<file path="src/soc_ctrl_pkg.sv">
// ==========================================================
// System control package: bus widths, register map, reset
// and dimming constants, and the device table contents.
// ==========================================================
`default_nettype none

package soc_ctrl_pkg;

	// Bus widths.
	localparam int ARCH_BITSZ     = 32;
	localparam int AXI_ADDR_BITSZ = 8;

	// Device table, one entry per bus slot.
	localparam int DEV_COUNT = 8;

	// Slot order is sdcard, devtbl, gpio, dma, intctrl, uart, ram, invalid.
	localparam logic [15:0] DEV_ID_TBL [0:DEV_COUNT-1] = '{
		16'd4, 16'd7, 16'd6, 16'd2, 16'd3, 16'd5, 16'd1, 16'd0
	};

	localparam logic DEV_USEINTR_TBL [0:DEV_COUNT-1] = '{
		1'b1, 1'b0, 1'b1, 1'b1, 1'b0, 1'b1, 1'b0, 1'b0
	};

	// Map sizes in bytes; the ram slot spans 32MB.
	localparam logic [ARCH_BITSZ-1:0] DEV_MAPSZ_TBL [0:DEV_COUNT-1] = '{
		32'h40, 32'h20, 32'h40, 32'h40,
		32'h40, 32'h40, 32'h2000000, 32'h400
	};

	// Register map.
	localparam logic [AXI_ADDR_BITSZ-1:0] REG_RSTCTRL     = 8'h00;
	localparam logic [AXI_ADDR_BITSZ-1:0] REG_DEVTBL_BASE = 8'h40;
	localparam int                        REG_DEVTBL_STRIDE = 8;

	// Reset hold length after the last reset source goes away.
	localparam int                        RST_CNTR_BITSZ  = 7;
	localparam logic [RST_CNTR_BITSZ-1:0] RST_HOLD_CYCLES = 7'd64;

	// Dark window that follows each lit cycle of the activity light.
	localparam int                        ACT_CNTR_BITSZ = 7;
	localparam logic [ACT_CNTR_BITSZ-1:0] ACT_DIM_CYCLES = 7'd127;

	// AXI response codes.
	localparam logic [1:0] RESP_OKAY   = 2'b00;
	localparam logic [1:0] RESP_SLVERR = 2'b10;

endpackage

`default_nettype wire

</file>
<file path="src/activity_dimmer.sv">
// ==========================================================
// Activity light: one lit cycle per event, then a dark
// hold-off window that sets the perceived brightness.
// ==========================================================
`timescale 1ns/10ps
`default_nettype none

module activity_dimmer (
	 input  logic clk100mhz_i
	,input  logic rst_p
	,input  logic act_evt_i
	,output logic act_o
);

	logic [soc_ctrl_pkg::ACT_CNTR_BITSZ-1:0] dim_cntr;

	always_ff @(posedge clk100mhz_i) begin
		if (rst_p) begin
			act_o    <= 1'b0;
			dim_cntr <= '0;
		end else if (dim_cntr != '0) begin
			// Events inside the window are dropped.
			act_o    <= 1'b0;
			dim_cntr <= dim_cntr - 1'b1;
		end else if (act_evt_i) begin
			act_o    <= 1'b1;
			dim_cntr <= soc_ctrl_pkg::ACT_DIM_CYCLES;
		end else begin
			act_o <= 1'b0;
		end
	end

	a_single_lit: assert property (
		@(posedge clk100mhz_i) disable iff (rst_p)
		act_o |=> !act_o
	);

endmodule

`default_nettype wire

</file>
<file path="src/rst_sequencer.sv">
// ==========================================================
// Reset sequencer: holds the system in reset for a fixed
// count, re-arms on warm reset and latches power off.
// ==========================================================
`timescale 1ns/10ps
`default_nettype none

module rst_sequencer (
	 input  logic clk100mhz_i
	,input  logic rst_p
	,input  logic warm_req_i
	,input  logic off_req_i
	,output logic sys_rst_o
	,output logic pwr_off_o
);

	logic [soc_ctrl_pkg::RST_CNTR_BITSZ-1:0] rst_cntr;
	logic                                    pwr_off_q;
	logic                                    sys_rst_q;
	logic                                    reload;

	// Any active reset source keeps the counter at its full value.
	assign reload = rst_p || warm_req_i || off_req_i || pwr_off_q;

	always_ff @(posedge clk100mhz_i) begin
		if (reload) begin
			rst_cntr <= soc_ctrl_pkg::RST_HOLD_CYCLES;
		end else if (rst_cntr != '0) begin
			rst_cntr <= rst_cntr - 1'b1;
		end
	end

	// Power off sticks until the external reset is pressed again.
	always_ff @(posedge clk100mhz_i) begin
		if (rst_p) begin
			pwr_off_q <= 1'b0;
		end else if (off_req_i) begin
			pwr_off_q <= 1'b1;
		end
	end

	// Registered so that the release lands a full hold count
	// after the first edge with every source gone.
	always_ff @(posedge clk100mhz_i) begin
		if (rst_p) begin
			sys_rst_q <= 1'b1;
		end else begin
			sys_rst_q <= reload || (rst_cntr != '0);
		end
	end

	assign sys_rst_o = sys_rst_q;
	assign pwr_off_o = pwr_off_q;

	// A powered-off system never leaves reset.
	a_off_holds_rst: assert property (
		@(posedge clk100mhz_i) disable iff (rst_p)
		pwr_off_o |-> sys_rst_o
	);

endmodule

`default_nettype wire

</file>
<file path="src/soc_ctrl_top.sv">
// ==========================================================
// System control block: register file, reset sequencer and
// activity light.
// ==========================================================
`timescale 1ns/10ps
`default_nettype none

module soc_ctrl_top (
	 input  logic                                    clk100mhz_i
	,input  logic                                    rst_p
	,input  logic                                    s_awvalid_i
	,output logic                                    s_awready_o
	,input  logic [soc_ctrl_pkg::AXI_ADDR_BITSZ-1:0] s_awaddr_i
	,input  logic                                    s_wvalid_i
	,output logic                                    s_wready_o
	,input  logic [soc_ctrl_pkg::ARCH_BITSZ-1:0]     s_wdata_i
	,input  logic [soc_ctrl_pkg::ARCH_BITSZ/8-1:0]   s_wstrb_i
	,output logic                                    s_bvalid_o
	,input  logic                                    s_bready_i
	,output logic [1:0]                              s_bresp_o
	,input  logic                                    s_arvalid_i
	,output logic                                    s_arready_o
	,input  logic [soc_ctrl_pkg::AXI_ADDR_BITSZ-1:0] s_araddr_i
	,output logic                                    s_rvalid_o
	,input  logic                                    s_rready_i
	,output logic [soc_ctrl_pkg::ARCH_BITSZ-1:0]     s_rdata_o
	,output logic [1:0]                              s_rresp_o
	,input  logic                                    act_evt_i
	,output logic                                    sys_rst_o
	,output logic                                    pwr_off_o
	,output logic                                    act_o
);

	logic warm_req;
	logic off_req;
	logic sys_rst;

	sysctl_regs u_regs (
		 .clk100mhz_i (clk100mhz_i)
		,.rst_p       (rst_p)
		,.s_awvalid_i (s_awvalid_i)
		,.s_awready_o (s_awready_o)
		,.s_awaddr_i  (s_awaddr_i)
		,.s_wvalid_i  (s_wvalid_i)
		,.s_wready_o  (s_wready_o)
		,.s_wdata_i   (s_wdata_i)
		,.s_wstrb_i   (s_wstrb_i)
		,.s_bvalid_o  (s_bvalid_o)
		,.s_bready_i  (s_bready_i)
		,.s_bresp_o   (s_bresp_o)
		,.s_arvalid_i (s_arvalid_i)
		,.s_arready_o (s_arready_o)
		,.s_araddr_i  (s_araddr_i)
		,.s_rvalid_o  (s_rvalid_o)
		,.s_rready_i  (s_rready_i)
		,.s_rdata_o   (s_rdata_o)
		,.s_rresp_o   (s_rresp_o)
		,.sys_rst_i   (sys_rst)
		,.warm_req_o  (warm_req)
		,.off_req_o   (off_req)
	);

	rst_sequencer u_rst (
		 .clk100mhz_i (clk100mhz_i)
		,.rst_p       (rst_p)
		,.warm_req_i  (warm_req)
		,.off_req_i   (off_req)
		,.sys_rst_o   (sys_rst)
		,.pwr_off_o   (pwr_off_o)
	);

	activity_dimmer u_act (
		 .clk100mhz_i (clk100mhz_i)
		,.rst_p       (rst_p)
		,.act_evt_i   (act_evt_i)
		,.act_o       (act_o)
	);

	assign sys_rst_o = sys_rst;

endmodule

`default_nettype wire

</file>
<file path="src/sysctl_regs.sv">
// ==========================================================
// System control registers on AXI4-Lite: reset control word
// and read-only device table.
// ==========================================================
`timescale 1ns/10ps
`default_nettype none

module sysctl_regs (
	 input  logic                                      clk100mhz_i
	,input  logic                                      rst_p
	,input  logic                                      s_awvalid_i
	,output logic                                      s_awready_o
	,input  logic [soc_ctrl_pkg::AXI_ADDR_BITSZ-1:0]   s_awaddr_i
	,input  logic                                      s_wvalid_i
	,output logic                                      s_wready_o
	,input  logic [soc_ctrl_pkg::ARCH_BITSZ-1:0]       s_wdata_i
	,input  logic [soc_ctrl_pkg::ARCH_BITSZ/8-1:0]     s_wstrb_i
	,output logic                                      s_bvalid_o
	,input  logic                                      s_bready_i
	,output logic [1:0]                                s_bresp_o
	,input  logic                                      s_arvalid_i
	,output logic                                      s_arready_o
	,input  logic [soc_ctrl_pkg::AXI_ADDR_BITSZ-1:0]   s_araddr_i
	,output logic                                      s_rvalid_o
	,input  logic                                      s_rready_i
	,output logic [soc_ctrl_pkg::ARCH_BITSZ-1:0]       s_rdata_o
	,output logic [1:0]                                s_rresp_o
	,input  logic                                      sys_rst_i
	,output logic                                      warm_req_o
	,output logic                                      off_req_o
);

	logic                                           wr_accept;
	logic                                           wr_hit;
	logic                                           bvalid_q;
	logic [1:0]                                     bresp_q;
	logic                                           rd_accept;
	logic                                           rvalid_q;
	logic [soc_ctrl_pkg::ARCH_BITSZ-1:0]            rdata_q;
	logic [soc_ctrl_pkg::ARCH_BITSZ-1:0]            rd_data;
	logic [soc_ctrl_pkg::AXI_ADDR_BITSZ-1:0]        rd_off;
	logic [$clog2(soc_ctrl_pkg::DEV_COUNT)-1:0]     rd_slot;
	logic                                           rd_in_tbl;
	logic                                           rd_is_ctrl;
	logic [1:0]                                     rst_ctrl_q;

	// Address and data are taken together, one write in flight.
	assign wr_accept   = s_awvalid_i && s_wvalid_i && !bvalid_q;
	assign s_awready_o = wr_accept;
	assign s_wready_o  = wr_accept;

	assign wr_hit = (s_awaddr_i[soc_ctrl_pkg::AXI_ADDR_BITSZ-1:2] ==
		soc_ctrl_pkg::REG_RSTCTRL[soc_ctrl_pkg::AXI_ADDR_BITSZ-1:2]);

	always_ff @(posedge clk100mhz_i) begin
		if (rst_p) begin
			bvalid_q <= 1'b0;
		end else if (wr_accept) begin
			bvalid_q <= 1'b1;
		end else if (s_bready_i) begin
			bvalid_q <= 1'b0;
		end
	end

	// Only the reset control word is writable.
	always_ff @(posedge clk100mhz_i) begin
		if (wr_accept) begin
			bresp_q <= wr_hit ? soc_ctrl_pkg::RESP_OKAY : soc_ctrl_pkg::RESP_SLVERR;
		end
	end

	assign s_bvalid_o = bvalid_q;
	assign s_bresp_o  = bresp_q;

	// Bits 1:0 are rst1 and rst0. The word self-clears once the
	// sequencer has taken the system into reset.
	always_ff @(posedge clk100mhz_i) begin
		if (rst_p || sys_rst_i) begin
			rst_ctrl_q <= 2'b00;
		end else if (wr_accept && wr_hit && s_wstrb_i[0]) begin
			rst_ctrl_q <= s_wdata_i[1:0];
		end
	end

	// Codes 10 and 11 both restart the hold count, 01 powers off.
	assign warm_req_o = rst_ctrl_q[1];
	assign off_req_o  = rst_ctrl_q[0] && !rst_ctrl_q[1];

	assign rd_accept   = s_arvalid_i && !rvalid_q;
	assign s_arready_o = rd_accept;

	assign rd_is_ctrl = (s_araddr_i[soc_ctrl_pkg::AXI_ADDR_BITSZ-1:2] ==
		soc_ctrl_pkg::REG_RSTCTRL[soc_ctrl_pkg::AXI_ADDR_BITSZ-1:2]);

	assign rd_off    = s_araddr_i - soc_ctrl_pkg::REG_DEVTBL_BASE;
	assign rd_in_tbl = (s_araddr_i >= soc_ctrl_pkg::REG_DEVTBL_BASE) &&
		(rd_off < soc_ctrl_pkg::DEV_COUNT * soc_ctrl_pkg::REG_DEVTBL_STRIDE);
	assign rd_slot   = rd_off[$clog2(soc_ctrl_pkg::REG_DEVTBL_STRIDE) +:
		$clog2(soc_ctrl_pkg::DEV_COUNT)];

	// Unmapped addresses read as zero.
	always_comb begin
		rd_data = '0;
		if (rd_is_ctrl) begin
			rd_data[1:0] = rst_ctrl_q;
		end else if (rd_in_tbl) begin
			if (!rd_off[2]) begin
				rd_data[15:0] = soc_ctrl_pkg::DEV_ID_TBL[rd_slot];
				rd_data[16]   = soc_ctrl_pkg::DEV_USEINTR_TBL[rd_slot];
			end else begin
				// Second word of a slot holds the map size.
				rd_data = soc_ctrl_pkg::DEV_MAPSZ_TBL[rd_slot];
			end
		end
	end

	always_ff @(posedge clk100mhz_i) begin
		if (rst_p) begin
			rvalid_q <= 1'b0;
		end else if (rd_accept) begin
			rvalid_q <= 1'b1;
		end else if (s_rready_i) begin
			rvalid_q <= 1'b0;
		end
	end

	always_ff @(posedge clk100mhz_i) begin
		if (rd_accept) begin
			rdata_q <= rd_data;
		end
	end

	assign s_rvalid_o = rvalid_q;
	assign s_rdata_o  = rdata_q;
	assign s_rresp_o  = soc_ctrl_pkg::RESP_OKAY;

	a_bvalid_hold: assert property (
		@(posedge clk100mhz_i) disable iff (rst_p)
		s_bvalid_o && !s_bready_i |=> s_bvalid_o
	);

	a_rdata_hold: assert property (
		@(posedge clk100mhz_i) disable iff (rst_p)
		s_rvalid_o && !s_rready_i |=> s_rvalid_o && $stable(s_rdata_o)
	);

endmodule

`default_nettype wire

</file>
<file path="config.mk">
export PLATFORM = sky130hd
export DESIGN_NAME = soc_ctrl_top
export DESIGN_NICKNAME = d
export VERILOG_FILES = /design/src/soc_ctrl_pkg.sv /design/src/activity_dimmer.sv /design/src/rst_sequencer.sv /design/src/soc_ctrl_top.sv /design/src/sysctl_regs.sv
export SDC_FILE = /design/constraint.sdc
export NUM_CORES = 1
export LEC_CHECK = 0
export CAP_MARGIN = 20
export CORE_MARGIN = 2
export CORE_UTILIZATION = 61
export DETAILED_ROUTE_END_ITERATION = 16
export DONT_BUFFER_PORTS = 1
export PLACE_DENSITY = 0.77
export SLEW_MARGIN = 20
export SYNTH_ARGS = -nofsm -noshare
export SYNTH_HDL_FRONTEND = slang
export SYNTH_SLANG_ARGS = --single-unit
</file>
<file path="constraint.sdc">
create_clock -name clk100mhz_i -period 1.7 [get_ports clk100mhz_i]
set_input_delay 0.17 -clock clk100mhz_i [delete_from_list [all_inputs] [get_ports clk100mhz_i]]
set_output_delay 0.17 -clock clk100mhz_i [all_outputs]
set_load 0.02 [all_outputs]
</file>
==> results_dict.tcl <==
set metrics [dict create \
    clkTransAtPathRegs_ns 0.09 \
    area_growth_pct 4.285 \
    final_nets 249 \
    syn_inst 172 \
    ios 104 \
    crit_path_end_kind "flip-flop" \
    finClkSkew_ns 0.01287 \
    die_h_um 55.78 \
    ant_nets 0 \
    hold_viol 0 \
    wl_um 3309 \
    slew_headroom_pct 66.48 \
    timing.hold.ws_ns 0.01181 \
    max_stage_delay_ns 0.50 \
    grt_pass1_vias 1129 \
    fmax_ghz 0.6352 \
    period_needed_ns 1.574 \
    final_common_cell "conb_1" \
    diodes 0 \
    die-area_um2 3111 \
    total_leakage_power_nw 0.6847 \
    grt.met3_usage_pct 9.767 \
    grt_max_degree 12 \
    clk_path_buf_depth 2 \
    outcome "completed" \
    setup_viol 0 \
    worst-slew-pin-transition_ns 0.5011 \
    finalWorstSetupSlack_ns 0.1258 \
    grt_pass1_wl_um 4968 \
    synth_seq_cells 30 \
    grt_antenna_before_repair 0 \
    clk_latency_ns 0.33 \
    root_buffer "clkbuf_4" \
    routedWlPerCell_um 15.32 \
    crit_chain "inv_1, ha_1, or4b_4, o21ai_0, buf_4, a21oi_1" \
    cts_sinks 30 \
    rows 18 \
    fp.dieW_um 55.78 \
    rsz0062_at_grt "false" \
    synth_ff_type "dfxtp_1" \
    startpoint_type "flip-flop" \
    firstDrtPassIters 4 \
    busiest_layer "met2" \
    vias_per_cell 5.894 \
    post-cts-setup-buffers 0 \
    grt_use_met2_pct 37.76 \
    place.port_buffers 0 \
    async_reset_ff_share_pct 0 \
    setup_tns_ns 0 \
    cts_buffers 5 \
    crit_required_ns 1.91 \
    cpMaxStageDelayCell "or4b_4" \
    timing.final.crit_share_pct 92.60 \
    pre_cts_ws_ns 0.08287 \
    yosysSeqAreaShare_pct 42.23 \
    p_per_area_nw_per_um2 1483 \
    core_area_um2 2500 \
    ys_warn_count 0 \
    use_met1_pct 20.41 \
    yosysUniqueCellTypes 46 \
    hp-class "primary input to flip-flop" \
    htree_num_levels 2 \
    crit_arrival_ns 1.79 \
    vias 1273 \
    max_cap_viol_count 0 \
    final_layout_size_suffix_gt1_share_pct 11.29 \
    synth_area_per_cell_um2 9.508 \
    cts_tree "done" \
    critical_path_class "flip-flop to flip-flop" \
    place_congestion 0.7664 \
    start_util_pct 65.42 \
    drc 0 \
    mostFrequentLayoutCells "27 x conb_1, 21 x dfxtp_1, 15 x nor2_1" \
    path_max_fanout 6 \
    grt.total_usage_pct 21.21 \
    dpl.hpwl_um 2403 \
    drtIter0Drc 54 \
    syn_area_um2 1635 \
    overflow 0 \
    final_util_pct 68.22 \
    ir_worst_vdd_mv 1.071 \
    synth-edff-count 9 \
    slew_viol_final 0 \
]
-- final timing paths --
path / from / endpoint / slack (ns) / cells past startpoint
worst min-delay path: s_wdata_i[1] / u_regs.rst_ctrl_q[1]$_SDFFE_PP0P_ / 0.01 / 2
worst min register to register: u_act.dim_cntr[6]$_SDFFE_PP0P_ / u_act.dim_cntr[6]$_SDFFE_PP0P_ / 0.52 / 1
worst max register to register: u_rst.rst_cntr[0]$_SDFFE_PP0P_ / u_rst.rst_cntr[5]$_SDFFE_PP0P_ / 0.13 / 6
worst max-delay path: u_rst.rst_cntr[0]$_SDFFE_PP0P_ / u_rst.rst_cntr[5]$_SDFFE_PP0P_ / 0.13 / 6
-- layer usage --
layer | share of wire (%) | vias to the layer above
li1 | - | 608
met1 | 36 | 601
met2 | 54 | 54
met3 | 6.5 | 10
met4 | 3.2 | 0
met5 | 0 | -
-- worst max-delay path, delay by kind of cell, from the launching register on --
| kind | cells | cell delay, ns |
|---|---|---|
| adder cells (fa/ha/maj) | 1 | 0.16 |
| AO/OA/AOI/OAI | 2 | 0.23 |
| flip-flops | 1 | 0.34 |
| buffers and inverters | 2 | 0.24 |
| AND/OR/NAND/NOR | 1 | 0.50 |
-- timing repair --
item                                    in CTS  in global routing
resized for setup                            0                  2
hold endpoints to repair                    12                  1
hold buffers                                 3                  1
endpoints found under the setup margin       0                  4
-- state kept, by name, summed over array words and instances, names as in the netlist --
signal	count
u_regs.s_rdata_o	8
u_rst.sys_rst_o	1
u_regs.s_bresp_o	1
u_act.act_o	1
u_regs.rst_ctrl_q	2
u_regs.s_bvalid_o	1
u_rst.pwr_off_o	1
u_regs.s_rvalid_o	1
u_act.dim_cntr	7
u_rst.rst_cntr	7
-- Yosys cell counts (all sizes together) (4+ instances only) --
| cell type | number | area, µm² |
|---|---|---|
| nor2 | 15 | 56.30 |
| inv | 8 | 30.03 |
| buf | 29 | 214.0 |
| o21ai | 8 | 40.04 |
| nand2 | 5 | 18.77 |
| dfxtp | 21 | 420.4 |
| nor4 | 5 | 37.53 |
| ha | 4 | 50.05 |
| a21oi | 5 | 25.02 |
| edfxtp | 9 | 270.3 |
| nor3 | 7 | 35.03 |
| or4 | 4 | 33.78 |
-- cell type report --
cell class,instances,area [µm²]
multi-input cells,130,803.3
inverters,8,30.03
repair buffers,10,85.08
clock inverters,2,7.507
clock buffers,6,51.30
flip-flops and latches,30,690.7
well taps,30,37.54
fillers,204,794.5
-- where the power goes --
group | switching, mW | internal, mW | leakage [nW] | total, mW
Sequential | 0.190 | 0.906 | 0.261 | 1.10
Combinational | 0.549 | 0.450 | 0.390 | 0.999
Clock | 0.241 | 0.192 | 0.0333 | 0.433
-- kinds of logic (layout without fill, tap and decap cells) --
family | Yosys count | after routing | synth area share (%)
buffers and inverters | 38 | 26 | 15.15
AO/OA/AOI/OAI | 36 | 36 | 15.84
other | 1 | 27 | 0.2293
XOR/XNOR | 4 | 4 | 2.143
multiplexers | 2 | 2 | 1.377
flip-flops | 30 | 30 | 42.23
AND/OR/NAND/NOR | 57 | 57 | 19.97
adder cells (fa/ha/maj) | 4 | 4 | 3.061
-- metrics by stage --
stage / instance area, µm² / cells / power (mW)
4_1_cts: 1687 / 215 / 2.502
3_3_place_gp: 1598 / 204 / 1.993
3_5_place_dp: 1598 / 204 / 2.052
2_1_floorplan: 1733 / 198 / 1.881
6_report: 1705 / 216 / 2.529
5_1_grt: 1705 / 216 / 2.705
No activity file was read; power rests on OpenSTA's default activity.
